### src/rtl/core_pkg.sv
// pipeline core constants
// datapath widths, ALU operation codes and the nop word
package core_pkg;

    localparam int XLEN       = 32;
    localparam int REG_ADDR_W = 5;
    localparam int NUM_REGS   = 1 << REG_ADDR_W;

    // ALU operation codes, decode to execute
    localparam int ALU_OP_W = 4;

    localparam logic [ALU_OP_W-1:0] ALU_AND = 4'd0;
    localparam logic [ALU_OP_W-1:0] ALU_OR  = 4'd1;
    localparam logic [ALU_OP_W-1:0] ALU_ADD = 4'd2;
    localparam logic [ALU_OP_W-1:0] ALU_SUB = 4'd6;
    localparam logic [ALU_OP_W-1:0] ALU_SLT = 4'd7;

    // all-zero word, decodes to no register or memory write
    localparam logic [XLEN-1:0] NOP_WORD = '0;

endpackage

### src/rtl/fetch_unit.sv
// fetch stage
// program counter, next-PC select and instruction memory with load port
`timescale 1ns/1ns

module fetch_unit
    import core_pkg::*;
#(
    parameter  int IMEM_DEPTH = 64,
    localparam int IMEM_AW    = $clog2(IMEM_DEPTH)
)
(
    input  logic               SYS_clk,
    input  logic               SYS_reset,
    input  logic               core_run,
    input  logic               imem_write_en,
    input  logic [IMEM_AW-1:0] imem_write_addr,   // word index
    input  logic [XLEN-1:0]    imem_write_data,
    input  logic               branch_taken,
    input  logic [XLEN-1:0]    branch_target,
    output logic [XLEN-1:0]    fetch_instr,
    output logic [XLEN-1:0]    fetch_pc
);

    logic [XLEN-1:0] pc;
    logic [XLEN-1:0] pc_next;
    logic [XLEN-1:0] imem [IMEM_DEPTH];

    always_comb
    begin
        if (!core_run)
            pc_next = pc;                 // stopped, hold
        else if (branch_taken)
            pc_next = branch_target;      // redirect after the delay slot
        else
            pc_next = pc + XLEN'(4);
    end

    always_ff @(posedge SYS_clk)
    begin
        if (SYS_reset)
            pc <= '0;
        else
            pc <= pc_next;
    end

    // load port, usable at any time
    always_ff @(posedge SYS_clk)
    begin
        if (imem_write_en)
            imem[imem_write_addr] <= imem_write_data;
    end

    // asynchronous read, nops while stopped
    assign fetch_instr = core_run ? imem[pc[IMEM_AW+1:2]] : NOP_WORD;
    assign fetch_pc    = pc;

endmodule

### config.mk
export PLATFORM = sky130hd
export DESIGN_NAME = fetch_unit
export DESIGN_NICKNAME = d
export VERILOG_FILES = /design/src/rtl/core_pkg.sv /design/src/rtl/fetch_unit.sv
export SDC_FILE = /design/constraint.sdc
export NUM_CORES = 2
export LEC_CHECK = 0
export BUFFER_PORTS_ARGS = -buffer_cell sky130_fd_sc_hd__buf_2
export CAP_MARGIN = 5
export CORE_MARGIN = 4
export CORE_UTILIZATION = 46
export CTS_BUF_LIST = sky130_fd_sc_hd__clkbuf_8
export CTS_CLUSTER_DIAMETER = 60
export CTS_CLUSTER_SIZE = 20
export DETAILED_ROUTE_END_ITERATION = 16
export SLEW_MARGIN = 20
export SYNTH_ARGS = -nofsm -noshare
export SYNTH_HDL_FRONTEND = slang
export SYNTH_SLANG_ARGS = --single-unit
### constraint.sdc
create_clock -name SYS_clk -period 7.5 [get_ports SYS_clk]
set_input_delay 0.75 -clock SYS_clk [delete_from_list [all_inputs] [get_ports SYS_clk]]
set_output_delay 0.75 -clock SYS_clk [all_outputs]
set_load 0.01 [all_outputs]
Yosys cells after proc, flatten, opt, wreduce, memory -nomap -nowiden
Memories as Yosys holds them, arrays and structs flattened. A register that Yosys moved wholly into a read port is not among the register bits.
Index checks and enable logic that the tools add are counted.

storage, ports and cells
  register bits after elaboration = 32
  bits in writable memories = 2048
  input port bits = 75
  output and inout bits = 64
  memories kept = 1

memory list
  memory  depth  bits a word  rd ports  clocked after memory_dff  write ports  RTL line          RTL
  imem    64     32           1         1                         1            fetch_unit.sv:26  logic [XLEN-1:0] imem [IMEM_DEPTH];

cells by class
  $add $sub $neg = 1
  mux-type cells = 6

operators with widths
  cell                   count
  $mux 32                2
  $add 32x3->32 const B  1
  $mux 6                 2
  $mux 1                 2

Longest topological paths before layout
  depth in word-level cells = 4
  mapped depth = 11
  depth with buffers taken out = 6

Least setup slack after synthesis
OpenSTA, ideal clock, no wires.

  kind = in2reg
  start point = input port imem_write_addr[5]
  end point = memory imem[48][0] (enable)
  setup time = 461 ps
  data arrival time = 3626 ps
  data required time = 7039 ps
  path slack = 3413 ps
  stages = 4
  buffers on the path = 1
  cells stage by stage = clkbuf_1 -> nand3_1 -> or3_1 -> nor3_1

RTL lines
  item             RTL line          RTL
  start, declared  fetch_unit.sv:16  input logic [IMEM_AW-1:0] imem_write_addr,
  end, declared    fetch_unit.sv:26

Straight into the memory's write port.

==> results.md <==
* Synthesized area at just over 80000 um2
* Min cycle time layout at approximately 5.8 ns
* Ratio of cells with drive above 1 in the final layout at 0.275
* Worst-Margin Slew at ~1.1 ns
* Post-CTS Setup Bufs at 0
* Boundary pin count at 139
* Hold buffers post-CTS at 1
* CP most frequent cell: buf_4
* Power Total at between 20000 and 25000 uW
* Max stage delay cell, worst path: buf_4
* Die Y at between 400 and 500 um
* Kind of critical path: register to output pin
* Yosys warnings at 0
* Clk sink count at 2086
* Max Root-Sink Buffers at 3
* Setup violators final at 0
* Max stage delay on crit path at a little under 0.7 ns
* Dominant synthesized flop cell: edfxtp_1
* Slew Limit Headroom at 0.254
* Met3 wire length at 17.1 mm
* Syn Inst Count at 3698
* Post-route clock period utilization at 0.767
* 1st-iter DRT viols at 5609
* Critical Path Source Type: register
* Mapped Avg Cell Area at 21.9 um2
* Crit path buf inv count at 4
* CP top delay family: buffers and inverters
* Hold_ws at 0.107 ns
* Cts repair resizes at 0
* Met1 wire length at between 80 and 90 mm
* Fin util at 0.503
* HP Class: primary input to register
* IR drop worst, VDD at 0.194 mV
* Final hold vios at 0
* Via count at 39500
* Root Buffer: clkbuf_8
* Reg2Reg Depth at 5
* Vias in the first global route at 39300
* Met2 routed WL at between 100 and 150 mm
* 1st-pass router iterations at 6
* WHS Path Cells at 3
* Fin nets at ~4000
* Antenna-violating nets left at 0
* Reg area at 62300 um2
* Total GRT Usage at 0.242
* Area growth, synth to finish at 8.37%
* Hold Path Origin: branch_target[0]
* First-pass GRT wire length at 308 mm
* WL/cell at ~35 um
* Crit end category: output pin
* Max Used Layer: met5
* Pwr dens at 232 nW/um2
* Post-DP HPWL at around 120 mm
* Count of flip-flops with a built-in enable after synthesis at 2048
* Initial core utilization at 0.464
* Die ar. at 183000 um2
* Syn Nets at approximately 3800
* Fmax at 174 MHz
* Crit Reg-Reg Endpoint: fetch_pc[31]$_SDFFE_PP0P_
* Req. time, crit path at roughly 6.8 ns
* Number of cells on the critical path at 8
* Residual DRC count at 0
* Yosys cell types at 68
* GRT Residual Overflow at 0
* Total negative slack at 0 ns
* # fillers at 13700
* Initial antenna violation count at 8
* FF+latch count, synth at 2086
* CTS Buf Count at roughly 140
* Die W at between 400 and 500 um
* WL final at 219 mm
* Worst EP arrival at 5.00 ns
* Num rows at 153
* Seq/Total Area, Yosys at 0.769
* R2r startpoint: fetch_pc[15]$_SDFFE_PP0P_
* Core area at 174000 um2
* Slew Limit Fails at 0
* Slack of the worst reg-to-reg path at 5.08 ns
* Routability cong. at 0.789
* CTS tree: done
* Max Cap Viol at 0
* Vias per Instance at 6.27
* Maximum number of pins on one net before global-route repair at 103
* H-tree depth at 4
* RSZ-0062 raised after global routing: no
* Clk_lat worst skew at 0.94 ns
* Fin Clk Skew at about 0.031 ns
* Cell Chain, Critical Path: buf_4 > inv_4 > buf_4 > o221ai_1 > o221a_2 > nor3b_1 > a221o_1 > buf_2
* Status: completed
* Clk slew on worst S/H paths at roughly 0.12 ns
* Multi-input logic area at ~18000 um2
* Hold Crit Endpoint: fetch_pc[0]$_SDFFE_PP0P_
* Input/output buffers at 138
* Leak Pwr at 0.0266 uW
* Critical path peak fanout at 36
* Async set-or-reset flop fraction in the synthesized netlist at 0
[report_power, final]
group	internal [uW]	switching, uW	leakage [uW]	total (uW)
logic	578	922	0.00643	1500
registers	12900	54.5	0.0187	12900
clock network	2170	3730	0.00142	5900
total	15600	4710	0.0266	20300
[state kept, by name, indices dropped and copies added (netlist names), named ones only]
signal / count
imem: 2048
fetch_pc: 32
[layer usage]
metal,GRT usage,up-vias
met5,0,-
li1,-,15900
met3,0.0427,354
met1,0.339,21500
met4,0.0693,2
met2,0.392,1806
[worst max-delay path by stage]
stage | endpoint | slack [ns]
3_5_place_dp | fetch_instr[28] | 2.75
2_1_floorplan | imem[48][0]$_DFFE_PP_ | 3.41
5_1_grt | fetch_instr[11] | 1.67
3_3_place_gp | fetch_instr[28] | 2.70
4_1_cts | fetch_instr[28] | 1.64
6_report | fetch_instr[28] | 1.75
[synth_stat cells, drive strengths merged (5+ instances only)]
cell	n	area, um2
edfxtp	2048	61500
mux4	532	12000
nand2	168	631
buf	141	987
nor2	135	507
mux2i	131	1310
clkbuf	66	248
a21oi	54	270
o21ai	46	230
nand3	44	220
dfxtp	38	761
a211oi	32	240
mux2	20	225
o22ai	19	119
a22oi	18	135
nand4	16	100
nor3	15	75.1
a32oi	14	123
and2	14	87.6
nor2b	13	81.3
a31oi	12	75.1
and3	10	62.6
a221oi	7	61.3
o221ai	7	61.3
a221o	6	60.1
a41o	6	60.1
nand2b	5	31.3
o211ai	5	37.5
o41ai	5	43.8
[cells in the final DEF, fill, tap and decap left out, types with 44 or more instances in the layout]
master and n:
edfxtp_1 2048, mux4_2 530, nand2_1 168, clkbuf_8 146, mux2i_1 131, buf_4 127
buf_2 116, nor2_1 71, nor2_4 62, a21oi_1 54, nand3_1 44
[cell type report]
type | count | share of cell area
antenna | 4 | 0.000114
tap | 2325 | 0.0332
sequential | 2086 | 0.710
clock buffer | 146 | 0.0229
multi-input combinational | 1397 | 0.204
clock inverter | 79 | 0.00870
timing repair buffer | 257 | 0.0207
inverter | 8 | 0.000414
[tightest hold or removal path, delay by kind of cell]
family,cells,cell delay (ns)
AND/OR/NAND/NOR,1,0.07
buffers and inverters,1,0.10
AO/OA/AOI/OAI,1,0.06
[cells by family after synthesis]
logic type	synth area share
compound gates	0.0238
fa+ha+maj	0.000155
buf+inv	0.0156
flops	0.769
mux	0.167
simple gates	0.0238
[stage by stage]
stage | worst slack, ns | instance area [um2] | instances
3_5_place_dp | 2.75 | 84800 | 6071
2_1_floorplan | 3.41 | 80900 | 3698
6_report | 1.75 | 87700 | 6302
4_1_cts | 1.64 | 87600 | 6297
3_3_place_gp | 2.70 | 84800 | 6071
5_1_grt | 1.67 | 87700 | 6300
(Power assumes the default switching activity.)
