--- config.mk ---
export PLATFORM = sky130hd
export DESIGN_NAME = mem_wb_unit
export DESIGN_NICKNAME = d
export VERILOG_FILES = /design/src/rtl/core_pkg.sv /design/src/rtl/mem_wb_unit.sv
export SDC_FILE = /design/constraint.sdc
export NUM_CORES = 2
export LEC_CHECK = 0
export BUFFER_PORTS_ARGS = -buffer_cell sky130_fd_sc_hd__clkbuf_2
export CAP_MARGIN = 10
export CORE_UTILIZATION = 40
export DETAILED_ROUTE_END_ITERATION = 7
export PLACE_DENSITY_LB_ADDON = 0.3
export RECOVER_POWER = 25
export SKIP_CTS_REPAIR_TIMING = 1
export SLEW_MARGIN = 0
export SYNTH_ARGS = -nofsm -noshare
export SYNTH_HDL_FRONTEND = slang
export SYNTH_SLANG_ARGS = --single-unit
export TNS_END_PERCENT = 5
--- constraint.sdc ---
create_clock -name SYS_clk -period 3.35 [get_ports SYS_clk]
set_input_delay 0.67 -clock SYS_clk [delete_from_list [all_inputs] [get_ports SYS_clk]]
set_output_delay 0.67 -clock SYS_clk [all_outputs]
set_load 0.005 [all_outputs]
--- src/rtl/core_pkg.sv ---
// pipeline core constants
// datapath widths, ALU operation codes and the nop word
package core_pkg;

    localparam int XLEN       = 32;
    localparam int REG_ADDR_W = 5;
    localparam int NUM_REGS   = 1 << REG_ADDR_W;

    // ALU operation codes, decode to execute
    localparam int ALU_OP_W = 4;

    localparam logic [ALU_OP_W-1:0] ALU_AND = 4'd0;
    localparam logic [ALU_OP_W-1:0] ALU_OR  = 4'd1;
    localparam logic [ALU_OP_W-1:0] ALU_ADD = 4'd2;
    localparam logic [ALU_OP_W-1:0] ALU_SUB = 4'd6;
    localparam logic [ALU_OP_W-1:0] ALU_SLT = 4'd7;

    // all-zero word, decodes to no register or memory write
    localparam logic [XLEN-1:0] NOP_WORD = '0;

endpackage

--- src/rtl/mem_wb_unit.sv ---
// memory and write-back stages
// EX/MEM register, data memory, MEM/WB register and result select
`timescale 1ns/1ns

module mem_wb_unit
    import core_pkg::*;
#(
    parameter int DMEM_DEPTH = 64
)
(
    input  logic                  SYS_clk,
    input  logic                  SYS_reset,
    input  logic [XLEN-1:0]       ex_result,
    input  logic [XLEN-1:0]       ex_store_data,
    input  logic [REG_ADDR_W-1:0] ex_dest_reg,
    input  logic                  ex_reg_write,
    input  logic                  ex_mem_read,
    input  logic                  ex_mem_write,
    output logic                  mem_fwd_en,
    output logic [REG_ADDR_W-1:0] mem_fwd_reg,
    output logic [XLEN-1:0]       mem_fwd_data,
    output logic                  wb_write_en,
    output logic [REG_ADDR_W-1:0] wb_write_reg,
    output logic [XLEN-1:0]       wb_write_data
);

    localparam int DMEM_AW = $clog2(DMEM_DEPTH);

    logic [XLEN-1:0]       mm_result;
    logic [XLEN-1:0]       mm_store_data;
    logic [REG_ADDR_W-1:0] mm_dest_reg;
    logic                  mm_reg_write;
    logic                  mm_mem_read;
    logic                  mm_mem_write;
    logic [XLEN-1:0]       dmem [DMEM_DEPTH];
    logic [XLEN-1:0]       load_data;
    logic [XLEN-1:0]       wb_load_data;
    logic [XLEN-1:0]       wb_alu_result;
    logic                  wb_is_load;

    always_ff @(posedge SYS_clk)
    begin
        if (SYS_reset)
        begin
            mm_dest_reg  <= '0;
            mm_reg_write <= 1'b0;
            mm_mem_read  <= 1'b0;
            mm_mem_write <= 1'b0;
            wb_write_reg <= '0;
            wb_write_en  <= 1'b0;
            wb_is_load   <= 1'b0;
        end
        else
        begin
            mm_dest_reg  <= ex_dest_reg;
            mm_reg_write <= ex_reg_write;
            mm_mem_read  <= ex_mem_read;
            mm_mem_write <= ex_mem_write;
            wb_write_reg <= mm_dest_reg;
            wb_write_en  <= mm_reg_write;
            wb_is_load   <= mm_mem_read;
        end
    end

    always_ff @(posedge SYS_clk)
    begin
        mm_result     <= ex_result;
        mm_store_data <= ex_store_data;
        wb_load_data  <= load_data;
        wb_alu_result <= mm_result;
        if (mm_mem_write)
            dmem[mm_result[DMEM_AW-1:0]] <= mm_store_data;   // result is a word address
    end

    assign load_data = dmem[mm_result[DMEM_AW-1:0]];

    // a load's address is not its result, so no forwarding from here
    assign mem_fwd_en    = mm_reg_write && !mm_mem_read;
    assign mem_fwd_reg   = mm_dest_reg;
    assign mem_fwd_data  = mm_result;
    assign wb_write_data = wb_is_load ? wb_load_data : wb_alu_result;

endmodule

### Word-level counts from Yosys, hierarchy flattened

Memory sizes are Yosys's and may differ from the RTL's. A register that Yosys moved wholly into a read port is not among the register bits.
Cells that the tools add are included.

* register bits after elaboration: 111
* bits in writable memories: 2048
* input port bits: 74
* output and inout port bits: 76
* logic and storage cells: 16
* memories kept: 1

* mux-type cells: 3
* reductions and logical operators: 2

Memories
* dmem: words 64, bits a word 32, rd ports 1, clocked after Yosys merged registers in 1, write ports 1, line mem_wb_unit.sv:35 `logic [XLEN-1:0] dmem [DMEM_DEPTH];`

Operators with widths (count)
* 32-bit 2-to-1 mux: 1
* 1-bit 2-to-1 mux: 2
* 1-bit logical AND: 1
* 1-bit logical NOT: 1

### Depth between registers and ports, before layout

* depth after elaboration: 2
* depth in mapped cells: 11

### Least setup slack after synthesis

OpenSTA, ideal clock, no wires.

* path kind: reg2reg
* start point: reg mm_result[2], in the netlist mem_fwd_data[2]
* end point: mem dmem[14][0] (enable)
* setup time: 0.421 ns
* arrival time: 3.082 ns
* data required time: 2.929 ns
* path slack: -0.154 ns
* cell stages (with the launch flop): 10
* path buffers: 7
* period minus slack after synthesis: 3.504 ns
* cells stage by stage: dfxtp_1 -> buf_6 -> buf_6 -> buf_6 -> buf_6 -> buf_2 -> buf_2 -> buf_2 -> nand3_1 -> nor2_1

RTL lines
* from (decl): line mem_wb_unit.sv:29 `logic [XLEN-1:0] mm_result;`
* from (signal assigned): line mem_wb_unit.sv:67 `mm_result <= ex_result;`
* to (decl): line mem_wb_unit.sv:35

No word-level cell before the write port.

==> impl_metrics.tcl <==
set metrics [dict create \
    status "finished with violations" \
    violations "design-rule violations, max-capacitance violations, max-slew violations" \
    cts_buffers 215 \
    yosys_warnings 0 \
    io_buffers 149 \
    grt_pass1_vias 46920 \
    endpoint_kind "register" \
    grt_max_degree 82 \
    cp-start-kind "register" \
    ys_seq_area_share_pct 79.24 \
    clk_pin_slew_ns 0.06 \
    grt_setup_unrepaired "no" \
    total_leakage_power_nw 30.79 \
    cap_viol_max_count 14 \
    cts.sinks 2191 \
    vdd_ir_drop_max_uv 609.2 \
    largest_reg_flops 2048 \
    area_growth_pct 18.44 \
    synth-edff-count 2048 \
    p_sw_share_pct 22.54 \
    placed_cells 7430 \
    overflow 0 \
    crit_path_max_incr_delay_ns 0.68 \
    root_buffer "clkbuf_16" \
    clock_latency_ns 0.90 \
    crit_start "mem_fwd_data[1]" \
    die_w_um 452.6 \
    drtIter0Drc 7396 \
    syn-num-nets 4629 \
    total_power_mw 57.31 \
    async_reset_ff_share_pct 0 \
    drive_gt1_share_pct 21.64 \
    instances_no_fill 7920 \
    ys_seq_elements 2191 \
    die_h_um 452.6 \
    max_freq_mhz 321.2 \
    die_area_sq_um 204900 \
    ant_nets 0 \
    period_minus_slack_ns 3.113 \
    crit_family "simple AND/OR/NAND/NOR gates" \
    antenna_found_initial 12 \
    path_class "register to register" \
    vias 49730 \
    routed_via_density 6.279 \
    syn_area_sq_um 81230 \
    syn_inst 4555 \
    drc 4 \
    crit_chain "buf_4 -> nor2b_2 -> buf_12 -> nand2_1 -> o21ai_0 -> a21oi_1 -> nor4b_1 -> buf_4 -> or4_1" \
    wire_per_inst_um 34.96 \
    skew_ns 0.05693 \
    power_density_nw_per_um2 595.7 \
    finalSetupViolations 0 \
    cts_tree "done" \
    cp_slowest_cell "nor4b_1" \
    grt_first_pass_wirelength_mm 379.1 \
    core.rowCount 165 \
    hp-start "ex_dest_reg[0]" \
    seq_power_share_pct 53.5 \
    period_share_pct 92.92 \
    start_util_pct 40.23 \
    wl_mm 276.9 \
    worstPathMaxFanout 31 \
    syn_area_per_cell_sq_um 17.83 \
    p_comb_share_pct 5.1 \
    pin_count 150 \
    gp_congestion 0.8872 \
    power.switching_mw 12.91 \
    track_usage_pct 26.52 \
    fill_cells 16840 \
    clockBufferDepth 3 \
    arrival_ns 3.93 \
    ys_types 62 \
    coreArea_sq_um 201900 \
    cp_common_cell "buf_4" \
    dp.final_hpwl_mm 167.4 \
    nets 5126 \
    clockPowerShare_pct 41.4 \
    drv_slew 682 \
    worstPathRequired_ns 4.16 \
    synth-main-ff-cell "edfxtp_1" \
    power.internal_mw 44.39 \
    slew_headroom_pct -68.83 \
    cp_num_buf_inv 3 \
    hold_path_class "input pin to register" \
    holdWs_ns 0.01303 \
    first_pass_iters 8 \
    hold_viol_final 0 \
    r2r-start "mem_fwd_data[1]" \
    htreeDepth 4 \
    worst_pin_slew_ns 2.532 \
]
## cell type report
type | count | area, sq um | share of cell area [%]
repair buffers | 622 | 5812 | 6.041
diodes | 7 | 17.52 | 0.01821
multi-input cells | 2019 | 15780 | 16.40
clock inverters | 132 | 1166 | 1.212
flip-flops and latches | 2191 | 64390 | 66.93
inverters | 3 | 20.02 | 0.02081
clock buffers | 274 | 5684 | 5.908
well taps | 2672 | 3343 | 3.475
## placed cells by master (no fill, tap or decap), types with 78 or more instances in the layout
cell	instances
edfxtp_1	2048
buf_12	110
clkbuf_2	131
nor2_1	181
o22ai_1	104
clkbuf_16	217
a22oi_1	276
o21ai_0	153
buf_4	288
mux2_2	115
a221oi_1	361
mux2i_1	99
a21oi_1	114
clkbuf_1	78
dfxtp_1	127
nand2_1	103
## final timing paths
check | endpoint | slack, ns | depth (start not counted)
worst min register to register | wb_alu_result[10] | 0.35 | 0
worst max-delay path | wb_load_data[21] | 0.24 | 9
worst max register to register | wb_load_data[21] | 0.24 | 9
worst min-delay path | mem_fwd_reg[0] | 0.01 | 2
## synth_stat cells, types with 15 or more instances
cell,number,share of area [%]
a221oi_1,361,3.9
nand2_1,105,0.49
edfxtp_1,2048,76
buf_6,18,0.25
buf_4,27,0.25
buf_2,107,0.66
o221ai_1,30,0.32
o21ai_0,153,0.94
a221o_1,34,0.42
mux2i_1,99,1.2
nor3_1,21,0.13
nand3_1,28,0.17
nor2_1,248,1.1
a222oi_1,27,0.33
or3_1,18,0.14
o22ai_1,104,0.80
a21oi_1,114,0.70
dfxtp_1,143,3.5
buf_1,39,0.18
mux4_2,56,1.6
mux2_2,115,1.6
a22o_1,56,0.60
or4_1,15,0.14
nor2b_1,24,0.18
clkbuf_1,150,0.69
a22oi_1,276,2.6
## routing by layer
metal | GRT usage (%) | share of wire [%] | vias up
met4 | 11.67 | 5.0 | 4
met5 | 0 | 0.0090 | -
met2 | 40.25 | 45 | 3467
li1 | - | - | 19980
met3 | 6.675 | 13 | 615
met1 | 36.07 | 38 | 25670
## power groups by stage
stage	logic, mW	clock network, mW	registers, mW
floorplan	1.45	0	30.9
global placement	2.77	0	31.2
detailed placement	2.79	0	31.2
CTS	2.80	23.9	30.7
global route	3.05	24.9	30.7
finish	2.93	23.7	30.6
## metrics by stage
step	worst slack [ns]	utilization [%]	cell area [sq um]	setup TNS, ns
final	0.2371	47.65	96210	0
after global routing	0.1002	47.64	96200	0
after CTS	-0.03648	47.30	95500	-0.03648
after detailed placement	-0.02614	43.91	88650	-0.02614
after global placement	0.002198	43.91	88650	0
after floorplan	-0.1536	-	81230	-305.97
## cells by family after synthesis
kind of cell	Yosys count	share of synthesized area, %
DFF	2191	79.24
AOI/OAI and AO/OA	1240	11.44
and+or+nand+nor	501	2.776
buffers and inverters	345	2.052
muxes	278	4.496
(Power assumes the default switching activity.)
