==> src/rtl/core_pkg.sv <==
// pipeline core constants
// datapath widths, ALU operation codes and the nop word
package core_pkg;

    localparam int XLEN       = 32;
    localparam int REG_ADDR_W = 5;
    localparam int NUM_REGS   = 1 << REG_ADDR_W;

    // ALU operation codes, decode to execute
    localparam int ALU_OP_W = 4;

    localparam logic [ALU_OP_W-1:0] ALU_AND = 4'd0;
    localparam logic [ALU_OP_W-1:0] ALU_OR  = 4'd1;
    localparam logic [ALU_OP_W-1:0] ALU_ADD = 4'd2;
    localparam logic [ALU_OP_W-1:0] ALU_SUB = 4'd6;
    localparam logic [ALU_OP_W-1:0] ALU_SLT = 4'd7;

    // all-zero word, decodes to no register or memory write
    localparam logic [XLEN-1:0] NOP_WORD = '0;

endpackage

==> src/rtl/execute_unit.sv <==
// execute stage
// ID/EX register, operand forwarding and ALU
`timescale 1ns/1ns

module execute_unit
    import core_pkg::*;
(
    input  logic                  SYS_clk,
    input  logic                  SYS_reset,
    input  logic [REG_ADDR_W-1:0] rs_num,
    input  logic [REG_ADDR_W-1:0] rt_num,
    input  logic [XLEN-1:0]       rs_value,
    input  logic [XLEN-1:0]       rt_value,
    input  logic [XLEN-1:0]       imm_ext,
    input  logic [REG_ADDR_W-1:0] dest_reg,
    input  logic                  reg_write,
    input  logic                  mem_read,
    input  logic                  mem_write,
    input  logic                  alu_src_imm,
    input  logic [ALU_OP_W-1:0]   alu_op,
    input  logic                  mem_fwd_en,
    input  logic [REG_ADDR_W-1:0] mem_fwd_reg,
    input  logic [XLEN-1:0]       mem_fwd_data,
    input  logic                  wb_write_en,
    input  logic [REG_ADDR_W-1:0] wb_write_reg,
    input  logic [XLEN-1:0]       wb_write_data,
    output logic [XLEN-1:0]       ex_result,
    output logic [XLEN-1:0]       ex_store_data,
    output logic [REG_ADDR_W-1:0] ex_dest_reg,
    output logic                  ex_reg_write,
    output logic                  ex_mem_read,
    output logic                  ex_mem_write
);

    logic [REG_ADDR_W-1:0] ex_rs_num;
    logic [REG_ADDR_W-1:0] ex_rt_num;
    logic [XLEN-1:0]       ex_rs_value;
    logic [XLEN-1:0]       ex_rt_value;
    logic [XLEN-1:0]       ex_imm;
    logic                  ex_alu_src_imm;
    logic [ALU_OP_W-1:0]   ex_alu_op;
    logic [XLEN-1:0]       op_a;
    logic [XLEN-1:0]       op_b;
    logic [XLEN-1:0]       rt_fwd;

    // ID/EX control
    always_ff @(posedge SYS_clk)
    begin
        if (SYS_reset)
        begin
            ex_rs_num      <= '0;
            ex_rt_num      <= '0;
            ex_dest_reg    <= '0;
            ex_reg_write   <= 1'b0;
            ex_mem_read    <= 1'b0;
            ex_mem_write   <= 1'b0;
            ex_alu_src_imm <= 1'b0;
            ex_alu_op      <= ALU_ADD;
        end
        else
        begin
            ex_rs_num      <= rs_num;
            ex_rt_num      <= rt_num;
            ex_dest_reg    <= dest_reg;
            ex_reg_write   <= reg_write;
            ex_mem_read    <= mem_read;
            ex_mem_write   <= mem_write;
            ex_alu_src_imm <= alu_src_imm;
            ex_alu_op      <= alu_op;
        end
    end

    // ID/EX payload
    always_ff @(posedge SYS_clk)
    begin
        ex_rs_value <= rs_value;
        ex_rt_value <= rt_value;
        ex_imm      <= imm_ext;
    end

    // memory stage wins over write-back
    function automatic logic [XLEN-1:0] pick_operand(
        input logic [REG_ADDR_W-1:0] num,
        input logic [XLEN-1:0]       reg_value
    );
        if (mem_fwd_en && mem_fwd_reg == num)
            return mem_fwd_data;
        else if (wb_write_en && wb_write_reg == num)
            return wb_write_data;
        else
            return reg_value;
    endfunction

    always_comb
    begin
        op_a   = pick_operand(ex_rs_num, ex_rs_value);
        rt_fwd = pick_operand(ex_rt_num, ex_rt_value);
        op_b   = ex_alu_src_imm ? ex_imm : rt_fwd;
    end

    always_comb
    begin
        case (ex_alu_op)
            ALU_ADD: ex_result = op_a + op_b;
            ALU_SUB: ex_result = op_a - op_b;
            ALU_AND: ex_result = op_a & op_b;
            ALU_OR:  ex_result = op_a | op_b;
            ALU_SLT: ex_result = {{(XLEN-1){1'b0}}, $signed(op_a) < $signed(op_b)};
            default: ex_result = '0;
        endcase
    end

    assign ex_store_data = rt_fwd;               // sw data, forwarded like rt

endmodule

==> config.mk <==
export PLATFORM = sky130hd
export DESIGN_NAME = execute_unit
export DESIGN_NICKNAME = d
export VERILOG_FILES = /design/src/rtl/core_pkg.sv /design/src/rtl/execute_unit.sv
export SDC_FILE = /design/constraint.sdc
export NUM_CORES = 1
export LEC_CHECK = 0
export BUFFER_PORTS_ARGS = -buffer_cell sky130_fd_sc_hd__buf_2
export CAP_MARGIN = 30
export CORE_UTILIZATION = 30
export DETAILED_ROUTE_END_ITERATION = 10
export PLACE_DENSITY_LB_ADDON = 0.2
export SYNTH_ARGS = -nofsm -noshare
export SYNTH_HDL_FRONTEND = slang
export SYNTH_SLANG_ARGS = --single-unit
==> constraint.sdc <==
create_clock -name SYS_clk -period 5.1 [get_ports SYS_clk]
set_clock_uncertainty 0.2 [all_clocks]
set_input_delay 0.255 -clock SYS_clk [delete_from_list [all_inputs] [get_ports SYS_clk]]
set_output_delay 0.255 -clock SYS_clk [all_outputs]
set_load 0.03 [all_outputs]
# Word level (Yosys, flattened, before mapping)

Cells that the tools add are included.

Register bits: 119
Output and inout bits: 72
Word-level logic and storage cells: 35

Add/sub/neg operators: 2
Magnitude comparators: 1
Reductions and logical operators: 5
Bitwise logic cells: 2
Mux-type cells: 6
Equal/unequal tests: 8

Operators with widths:

| kind                                                                   | number |
|---|---|
| 32-bit 2-to-1 mux                                                      | 5 |
| 32-bit case mux with 5 select lines                                    | 1 |
| 32-bit adder                                                           | 1 |
| 32-bit bitwise AND                                                     | 1 |
| 32-bit < comparator                                                    | 1 |
| 32-bit bitwise OR                                                      | 1 |
| 32-bit subtractor                                                      | 1 |
| 5-bit equality test                                                    | 4 |
| 4-bit by 3-bit equality test with 1-bit output (second input constant) | 2 |
| 4-bit by 1-bit equality test with 1-bit output (second input constant) | 1 |
| 4-bit by 2-bit equality test with 1-bit output (second input constant) | 1 |
| 1-bit logical AND                                                      | 4 |
| 4-bit logical NOT                                                      | 1 |

# Depth between registers and ports, before layout

Gate-level depths: netlist (run 1).

Word-level depth: 7
Gate-level depth with buffers: 21
Depth with buffers taken out: 19

# Worst setup path before layout (run 1)

Ideal clock, no wire load.

Path type: flip-flop to output port
From: register ex_rt_num[2]
To: output port ex_result[0]
Data required time: 4.645 ns
Cell stages (with the launch flop): 22
Data arrival time: 5.422 ns
Setup slack: -0.777 ns
Cell sequence: dfxtp_1 xor2_1 nor4_1 and3_1 clkbuf_1 buf_2 mux2i_1 o21ai_0 mux2_2 ha_1 inv_1 fa_1 nor3b_1 o31ai_1 a21oi_1 nand3_1 a21oi_1 o31ai_2 o21ai_1 nand2_1 a21boi_0 o41ai_1

Longest elaborated chain between the ends: 7
Elaborated cells on any way between the ends: 13
Those cells by class: add/sub (2); order compare (1); eq/ne (2); mux (4); bitwise (2); reduce/logical (2)

Ends and longest elaborated chain:

| element                                         | RTL line            | source |
|---|---|---|
| start, declared                                 | execute_unit.sv:36  | `logic [REG_ADDR_W-1:0] ex_rt_num;` |
| start signal, assigned                          | execute_unit.sv:63  | `ex_rt_num <= rt_num;` |
| 5-bit equality test                             | execute_unit.sv:88  | `else if (wb_write_en && wb_write_reg == num)` |
| 1-bit logical AND                               | execute_unit.sv:88  |  |
| 32-bit 2-to-1 mux                               | execute_unit.sv:88  |  |
| 32-bit 2-to-1 mux *                             | execute_unit.sv:86  | `if (mem_fwd_en && mem_fwd_reg == num)` |
| via ex_store_data[0]                            | execute_unit.sv:28  | `output logic [XLEN-1:0] ex_store_data,` |
| 32-bit 2-to-1 mux *                             | execute_unit.sv:98  | `op_b = ex_alu_src_imm ? ex_imm : rt_fwd;` |
| 32-bit subtractor, or another cell as far along | execute_unit.sv:105 | `ALU_SUB: ex_result = op_a - op_b;` |
| 32-bit case mux with 5 select lines *           | execute_unit.sv:103 | `case (ex_alu_op)` |
| end, declared                                   | execute_unit.sv:27  | `output logic [XLEN-1:0] ex_result,` |

Mark *: on every way through the listed nets, which the timed path passes. The rest lies on a longest branch.

# Worst setup path after layout (run 1)

From: register ex_rt_num[1]
To: output port ex_result[29]

Longest elaborated chain between the ends: 7
Elaborated cells on any way between the ends: 12
Those cells by class: add/sub (2); eq/ne (2); mux (4); bitwise (2); reduce/logical (2)

Ends and longest elaborated chain:

| element                                         | RTL line |
|---|---|
| 5-bit equality test                             | execute_unit.sv:88 |
| 1-bit logical AND                               | execute_unit.sv:88 |
| 32-bit 2-to-1 mux                               | execute_unit.sv:88 |
| 32-bit 2-to-1 mux *                             | execute_unit.sv:86 |
| 32-bit 2-to-1 mux *                             | execute_unit.sv:98 |
| 32-bit subtractor, or another cell as far along | execute_unit.sv:105 |
| 32-bit case mux with 5 select lines *           | execute_unit.sv:103 |

Mark *: on every way between the ends. The rest lies on a longest branch, timed or not.

==> results of run 1 <==
[power breakdown]
| part | total (mW) | switching (mW) | internal (mW) | leakage, nW |
|---|---|---|---|---|
| sequential | 1.01 | 0.0261 | 0.981 | 1.00 |
| clock | 1.20 | 0.520 | 0.680 | 0.275 |
| combinational | 1.73 | 0.936 | 0.789 | 5.19 |
[what timing repair did]
action	4_1_cts	5_1_grt
gates resized for setup	95	130
hold endpoints to repair	119	0
gates cloned	1	1
setup endpoints to repair	20	24
buffers inserted	4	27
hold buffers	121	0
pin swaps	15	67
[cells in the mapped netlist (all sizes together), types with 7 or more instances]
library cell    n
a21o           15
a21oi          74
and3            7
buf            13
clkbuf         50
dfxtp         119
ha            103
inv            97
mux2           28
mux2i          73
nand2         112
nand2b         10
nand3           9
nor2           48
nor2b          33
nor3           13
nor4           13
o21ai          99
o21bai          8
o221ai         30
o31ai          12
xnor2          28
xor2           21
[layer usage]
metal  global-route usage (%)  wire length [um]  vias up
met2                    39.19             17430      278
met3                    5.402              1954       35
met4                    6.506               529        0
li1                         -                 -     4785
met5                        0                 0        -
met1                    26.82             14660     4625
[kinds of logic after synthesis]
logic type,count (synthesis),synth area share [%]
compound gates,288,20.54
simple gates,264,14.15
flops,119,26.75
fa+ha+maj,105,14.92
xor+xnor,49,4.818
buf+inv,160,7.094
mux,101,11.74
[layout make-up]
type,count,area share [%]
clock buffers,17,2.915
clock inverters,15,0.9773
inverters,97,2.529
multi-input cells,807,46.89
flip-flops and latches,119,16.36
well taps,384,3.292
repair buffers,542,27.04
[worst max path at each step]
stage / start / end / slack, ns / cells past startpoint
floorplan: ex_rt_num[2] / ex_result[26] / 0.002 / 19
global route: ex_rt_num[1] / ex_result[29] / -0.43 / 18
CTS: ex_rt_num[2] / ex_result[29] / -0.25 / 21
finish: ex_rt_num[1] / ex_result[29] / -0.22 / 23
detailed placement: wb_write_reg[2] / ex_result[0] / -0.06 / 24
global placement: wb_write_reg[2] / ex_result[29] / -0.02 / 22
==> results.toml, run 1 <==
[routing]
avgViaCountPerCell = 4.908
vias = 9723
drc = 0
wl_per_cell_um = 17.45
drt_iter0_drc = 344
drt_wl_total_um = 34570
antenna_left = 0
drt_first_pass_iters = 4

[final_layout]
area_delta_synth_final_pct = 63.86
drive_above_1_share_pct = 39.07
reg_top3 = "ex_imm (32), ex_rs_value (32), ex_rt_value (32)"
final_common_cell = "buf_2"
layoutNonFillerInstCount = 1981
n_antenna_cell = 0
layout_common_cells = "buf_2 (246), buf_4 (153), dlygate4sd3_1 (121)"
multi_input_area_um2 = 6844
stdcell_area_um2 = 14600
nNetsFinal = 1886
fin_util_pct = 50.44
nFillCells = 2701
seqCellArea_um2 = 2387

[sta]
rsz0062_at_grt = "true"
finalHoldViolations = 0
tightest_slew_ns = 0.9172
max_freq_mhz = 187.8
period_needed_ns = 5.324
post-route-period-util_pct = 104.4
setup_violations = 18
slew_violations = 0
slew_headroom_pct = 38.85
fin_ws_ns = -0.2238
totalNegativeSetupSlack_ns = -2.154
worst_hold_slack_ns = 0.01949

[synthesis]
synth_area_um2 = 8907
syn_nets = 1388
synth_top_area_share_pct = 26.75
postSynth.asyncResetShare_pct = 0
synth-edff-count = 0
synthTopCellsByArea = "dfxtp_1 (27%), ha_1 (14%), mux2i_1 (8.2%), o21ai_0 (5.4%), nand2_1 (4.7%)"
ys_seq_elements = 119
ys_seq_area_share_pct = 26.75
avgSynthCellArea_um2 = 8.202
synth_ff_type = "dfxtp_1"
yosys_warnings = 0
syn_inst = 1086
synth_largest_area_cell = "dfxtp_1"
synthDistinctLibCells = 70

[power_and_ir_drop]
p_total_mw = 3.932
pwr_density_cell_nw_per_um2 = 269.4
leakagePower_nw = 6.467
ir_worst_vdd_mv = 0.2491

[die]
start_util_pct = 30.78
core_area_um2 = 28940
io_pins = 269
dieArea_um2 = 30380
rows = 62
die_w_um = 174.3
dieHeight_um = 174.3

[global_routing]
grt_max_degree = 32
grt_usage_pct = 22.35
antenna_found_initial = 0
gr-total-overflow = 0
grt_pass1_vias = 9940
grt_pass1_wl_um = 53050

[cts]
cts_root_buffer = "clkbuf_16"
ctsHtreeMaxLevel = 4
clkSlewWorstSetupHoldPaths_ns = 0.06
numCtsBuffers = 17
cts_tree = "done"
clock-sinks = 119
clockBufferDepth = 2

[critical_path]
path_class = "register to output port"
crit_required_ns = 4.64
critPathBufInv = 6
crit_top_cell = "buf_4"
end_kind = "output port"
arrival_ns = 4.87
cp_slowest_cell = "dfxtp_2"
cp_max_fo = 4
crit_chain = "xor2_1 -> nor4_1 -> and3_4 -> buf_4 -> clkbuf_16 -> buf_4 -> mux2i_1 -> o21ai_1 -> mux2i_1 -> ha_1 -> nor2b_1 -> o311ai_1 -> buf_4 -> a21oi_4 -> a41oi_2 -> a21oi_2 -> buf_4 -> a311oi_4 -> o21ai_1 -> a32o_2 -> xor2_2 -> o221ai_2 -> buf_6"
crit_path_max_incr_delay_ns = 0.33
path_delay_family = "compound AO/OA/AOI/OAI gates"
start_kind = "register"

[place]
portBuffers = 268
placed_cell_area_um2 = 11520
hpwl_um = 25410
gp_congestion = 0.9336
placedCellCount = 1795
place_ws_ns = -0.05929

[worst_hold_path]
whs_endpoint = "ex_rt_num[2]"
hold_depth = 2
min_from = "SYS_reset"
holdCritPathClass = "input port to register"

[outcome]
status = "complete, but fails checks"
violations = "setup timing"

[job]
cap_violations = 0
(Power assumes the default switching activity.)
==> inputs of run 2 (changes only) <==
--- a/config.mk
+++ b/config.mk
@@ -11,2 +11,3 @@
 export DETAILED_ROUTE_END_ITERATION = 10
+export GPL_TIMING_DRIVEN = 0
 export PLACE_DENSITY_LB_ADDON = 0.2
--- a/constraint.sdc
+++ b/constraint.sdc
@@ -4,2 +4,2 @@
 set_output_delay 0.255 -clock SYS_clk [all_outputs]
-set_load 0.03 [all_outputs]
+set_load 0.005 [all_outputs]
==> run 2 against run 1 <==
Against the previous run:
- maximum frequency is 1.0% lower
- critical path type unchanged
- largest power group unchanged
- sequential power hardly changed
- the flow still finishes with violations (setup timing)
- die area is the same
- non-clock buffer count shrank 9
- sequential share of layout area increased by 0.24 points
- critical path depth decreased by 2
- cell count down 0.45%
- cell area fell by 1.5%
==> results.toml, run 2 (same netlist as run 1, synthesis figures left out) <==
[die]
rows = 62
io_pins = 269
core_area_um2 = 28940
start_util_pct = 30.78
dieArea_um2 = 30380
die_w_um = 174.3
dieHeight_um = 174.3

[cts]
clockBufferDepth = 2
clkSlewWorstSetupHoldPaths_ns = 0.06
numCtsBuffers = 17
clock-sinks = 119
cts_tree = "done"
cts_root_buffer = "clkbuf_16"
ctsHtreeMaxLevel = 4

[sta]
slew_violations = 0
totalNegativeSetupSlack_ns = -2.450
slew_headroom_pct = 33.61
finalHoldViolations = 0
worst_hold_slack_ns = 0.1907
post-route-period-util_pct = 105.5
rsz0062_at_grt = "true"
max_freq_mhz = 185.9
fin_ws_ns = -0.2786
tightest_slew_ns = 0.9958
setup_violations = 14
period_needed_ns = 5.379

[critical_path]
crit_end = "ex_result[31]"
arrival_ns = 4.92
crit_required_ns = 4.64
cp_max_fo = 5
path_class = "register to output port"
startpoint = "ex_rt_num[2]"
start_kind = "register"
end_kind = "output port"

[place]
placed_cell_area_um2 = 10730
gp_congestion = 0.9011
hpwl_um = 26990
placedCellCount = 1738
portBuffers = 268

[routing]
drt_first_pass_iters = 5
wl_per_cell_um = 19.22
vias = 9884
antenna_left = 0
avgViaCountPerCell = 5.012
drt_wl_total_um = 37900
drc = 0
drt_iter0_drc = 502

[power_and_ir_drop]
leakagePower_nw = 6.323
p_total_mw = 3.676
ir_worst_vdd_mv = 0.2095
pwr_density_cell_nw_per_um2 = 255.8

[final_layout]
final_common_cell = "buf_2"
stdcell_area_um2 = 14370
layout_common_cells = "buf_2 (268), dlygate4sd3_1 (122), dfxtp_1 (117)"
reg_top3 = "ex_imm (32), ex_rs_value (32), ex_rt_value (32)"
layoutNonFillerInstCount = 1972
area_delta_synth_final_pct = 61.34
drive_above_1_share_pct = 36.80
nNetsFinal = 1877

[global_routing]
grt_pass1_wl_um = 56460
grt_max_degree = 17
grt_usage_pct = 24.48
grt_pass1_vias = 10131
antenna_found_initial = 1
gr-total-overflow = 0

[job]
cap_violations = 0

[outcome]
status = "complete, but fails checks"
violations = "setup timing"

[worst_hold_path]
holdCritPathClass = "input port to register"
[run 2: cell types whose count changed in the layout (fill, tap and decap cells not counted), sizes merged]
| cell | delta |
|---|---|
| bufbuf | +1 |
| clkinv | +4 |
| inv | -7 |
| diode | +1 |
| dlygate4sd3 | +1 |
| clkbuf | +38 |
| buf | -47 |
[run 2: cell type report]
cell class | count | area (um^2)
fillers | 2693 | 14560
repair buffers | 483 | 3390
well taps | 384 | 480.5
clock inverters | 12 | 105.1
inverters | 97 | 387.9
clock buffers | 19 | 442.9
multi-input cells | 807 | 6814
plain buffers | 50 | 364.1
diodes | 1 | 2.502
flip-flops and latches | 119 | 2385
[run 2: how the worst min path moves through the flow]
stage	startpoint	cells past startpoint	slack, ns	endpoint
2_1_floorplan	imm_ext[0]	0	0.08	ex_imm[0]
3_3_place_gp	rt_value[7]	1	0.16	ex_rt_value[7]
3_5_place_dp	rt_value[22]	1	0.16	ex_rt_value[22]
4_1_cts	SYS_reset	3	0.18	ex_dest_reg[3]
5_1_grt	SYS_reset	3	0.21	ex_rt_num[3]
6_report	SYS_reset	3	0.19	ex_dest_reg[3]
[run 2: timing repair]
action / CTS / global route
hold endpoints to repair: 119 / 0
setup buffers: 63 / 34
gates cloned: 3 / 0
hold buffers: 122 / 0
pin swaps: 54 / 76
endpoints found under the setup margin: 29 / 24
gates resized for setup: 218 / 95
[run 2: power breakdown]
group,internal (mW),switching [mW],total [mW]
Combinational,0.721,0.803,1.52
Sequential,0.981,0.0174,0.998
Clock,0.678,0.476,1.15
Total,2.38,1.30,3.68
[run 2: routing by layer]
layer | up-vias | global-route usage [%] | routed length [um]
li1 | 4775 | - | -
met4 | 0 | 8.955 | 1073
met3 | 74 | 5.512 | 2373
met2 | 377 | 41.58 | 18200
met5 | - | 0 | 0
met1 | 4658 | 30.03 | 16260
[run 2: per-stage QoR]
stage               setup slack [ns]  utilization [%]
finish                       -0.2786            49.67
global placement              -1.384            37.08
floorplan                     0.4609                -
global route                 -0.4649            49.66
detailed placement            -1.360            37.08
CTS                          -0.3315            47.90
[run 2: critical path, cell delays in order, from the launching register on]
cell and delay (ns):
dfxtp_2 0.34, xor2_2 0.14, nor4_2 0.27, and3_4 0.28, buf_12 0.13, buf_8 0.12
mux2i_4 0.22, o21ai_2 0.08, mux2i_2 0.23, ha_1 0.29, nor2b_4 0.14, o311ai_2 0.20
buf_4 0.18, a21oi_4 0.09, a41oi_2 0.30, a21oi_4 0.14, a211oi_4 0.34, nand4bb_1 0.20
a41oi_2 0.18, xnor2_2 0.20, o221ai_2 0.22, buf_2 0.18
==> inputs of run 3 (changes only) <==
Settings changed: BUFFER_PORTS_ARGS -buffer_cell sky130_fd_sc_hd__buf_2 to -buffer_cell sky130_fd_sc_hd__buf_4.
==> run 3 against run 2 <==
Against the previous run:
- the run still ends with setup timing left
- non-clock buffer count shrank 8
- critical path depth grew 2
- clock-buffer cell count grew 3
- sequential share of layout area shrank 0.84 points
- utilization grew 2.7 points
- wire length grew 0.49%
- setup slack gained 0.062 ns
- combinational power grew 6%
- cell area grew 5.4%
- clock power grew 19%
- critical path type unchanged
==> results.toml, run 3 (same netlist as run 1, synthesis figures left out) <==
[critical_path]
end_kind = "output port"
start_kind = "register"
critPathBufInv = 5
path_delay_family = "compound AO/OA/AOI/OAI gates"
arrival_ns = 4.86
cp_max_fo = 5
crit_path_max_incr_delay_ns = 0.41
crit_chain = "xor2_1 -> nor4_2 -> and3_4 -> buf_6 -> buf_12 -> mux2i_2 -> o21ai_2 -> mux2_4 -> ha_4 -> inv_2 -> fa_2 -> nor3b_4 -> o31ai_4 -> a21oi_4 -> a211oi_2 -> o311a_1 -> buf_4 -> o21ai_2 -> a21oi_1 -> a21oi_1 -> xor2_1 -> o221ai_1 -> buf_4"
path_class = "register to output port"
cp_slowest_cell = "o311a_1"
path_depth = 23
crit_required_ns = 4.64

[power_and_ir_drop]
leakagePower_nw = 6.562
power.switching_mw = 1.332
power_frac_comb_pct = 40.5
pwr_density_cell_nw_per_um2 = 262.6
p_int_mw = 2.645
pwr-share-seq_pct = 25.1
ir_worst_vdd_mv = 0.2191
p_sw_share_pct = 33.49
clkPwrFrac_pct = 34.4
p_total_mw = 3.977

[routing]
drt_first_pass_iters = 6
drt_wl_total_um = 38090
drt_iter0_drc = 447
antenna_left = 0
drc = 0
vias = 9871
avgViaCountPerCell = 5.016
wl_per_cell_um = 19.35

[die]
io_pins = 269
dieArea_um2 = 30380
core_area_um2 = 28940
dieHeight_um = 174.3
rows = 62
start_util_pct = 30.78
die_w_um = 174.3

[outcome]
violations = "setup timing"
status = "complete, but fails checks"

[final_layout]
reg_top3 = "ex_imm (32), ex_rs_value (32), ex_rt_value (32)"
stdcell_area_um2 = 15140
area_delta_synth_final_pct = 70.01
final_common_cell = "buf_4"
drive_above_1_share_pct = 37.57
layout_common_cells = "buf_4 (347), dlygate4sd3_1 (120), dfxtp_1 (116)"
nNetsFinal = 1870

[worst_hold_path]
holdCritPathClass = "input port to register"
hold_depth = 2

[sta]
slew_violations = 0
period_needed_ns = 5.317
rsz0062_at_grt = "true"
tightest_slew_ns = 1.036
fin_ws_ns = -0.2167
post-route-period-util_pct = 104.2
setup_violations = 15
finalHoldViolations = 0
slew_headroom_pct = 30.90
max_freq_mhz = 188.1

[global_routing]
grt_usage_pct = 24.23
grt_max_degree = 17
grt_pass1_wl_um = 56080
grt_pass1_vias = 9806
antenna_found_initial = 2
gr-total-overflow = 0

[place]
hpwl_um = 27680
placed_cell_area_um2 = 11410
gp_congestion = 0.9218
portBuffers = 268

[cts]
clock-sinks = 119
clkSlewWorstSetupHoldPaths_ns = 0.08
cts_root_buffer = "clkbuf_16"
ctsHtreeMaxLevel = 4
cts_tree = "done"
clockBufferDepth = 2
numCtsBuffers = 17

[job]
cap_violations = 0
-- run 3: cell count changes in the layout (fill, tap and decap cells not counted), moves of 4 or more --
cell,before,now
buf_4,81,347
mux2i_2,2,8
buf_12,8,4
mux2i_1,68,63
clkbuf_8,4,10
clkinv_2,5,1
buf_6,13,7
buf_2,268,1
-- run 3: power groups by stage --
stage	registers, mW	clock network, mW	logic, mW
6_report	0.998	1.37	1.61
4_1_cts	0.997	1.38	1.46
2_1_floorplan	1.01	0	0.701
5_1_grt	1.00	1.42	1.73
3_3_place_gp	1.02	0	1.19
3_5_place_dp	1.02	0	1.19
-- run 3: final timing paths --
check	from	endpoint	slack, ns
min	rt_value[30]	ex_rt_value[30]	0.24
max	ex_rt_num[1]	ex_result[20]	-0.22
-- run 3: through the flow --
step / hold slack (ns) / util (%) / setup slack (ns) / std cells / TNS, ns
after global placement: 0.1602 / 39.40 / -1.232 / 1738 / -18.00
after global routing: 0.2538 / 52.32 / -0.3770 / 1966 / -5.132
after floorplan: 0.08272 / - / 0.4609 / 1086 / 0
final: 0.2413 / 52.34 / -0.2167 / 1968 / -1.762
after CTS: 0.2417 / 49.64 / -0.2487 / 1932 / -2.282
after detailed placement: 0.1604 / 39.45 / -1.163 / 1739 / -17.07
-- run 3: final cells by class --
type / instances / area, um^2
clock buffer: 22 / 484.2
fill: 2667 / 13790
buffer: 52 / 394.1
tap: 384 / 480.5
multi-input combinational: 808 / 6915
sequential: 119 / 2386
timing repair buffer: 473 / 3938
clock inverter: 10 / 165.2
antenna: 3 / 7.507
inverter: 97 / 372.9
-- run 3: per-layer routing --
metal	wire [um]	global-route usage (%)	vias to the layer above
met1	16910	31.15	4737
met5	0	0	-
met2	18330	41.33	333
li1	-	-	4756
met4	719	6.177	0
met3	2130	4.506	45
-- run 3: repair_timing --
action,CTS,global route
pin swaps,57,77
setup endpoints to repair,29,24
resized for setup,202,123
endpoints found under the hold margin,119,0
cloned,3,0
buffers inserted,44,38
hold buffers,120,0
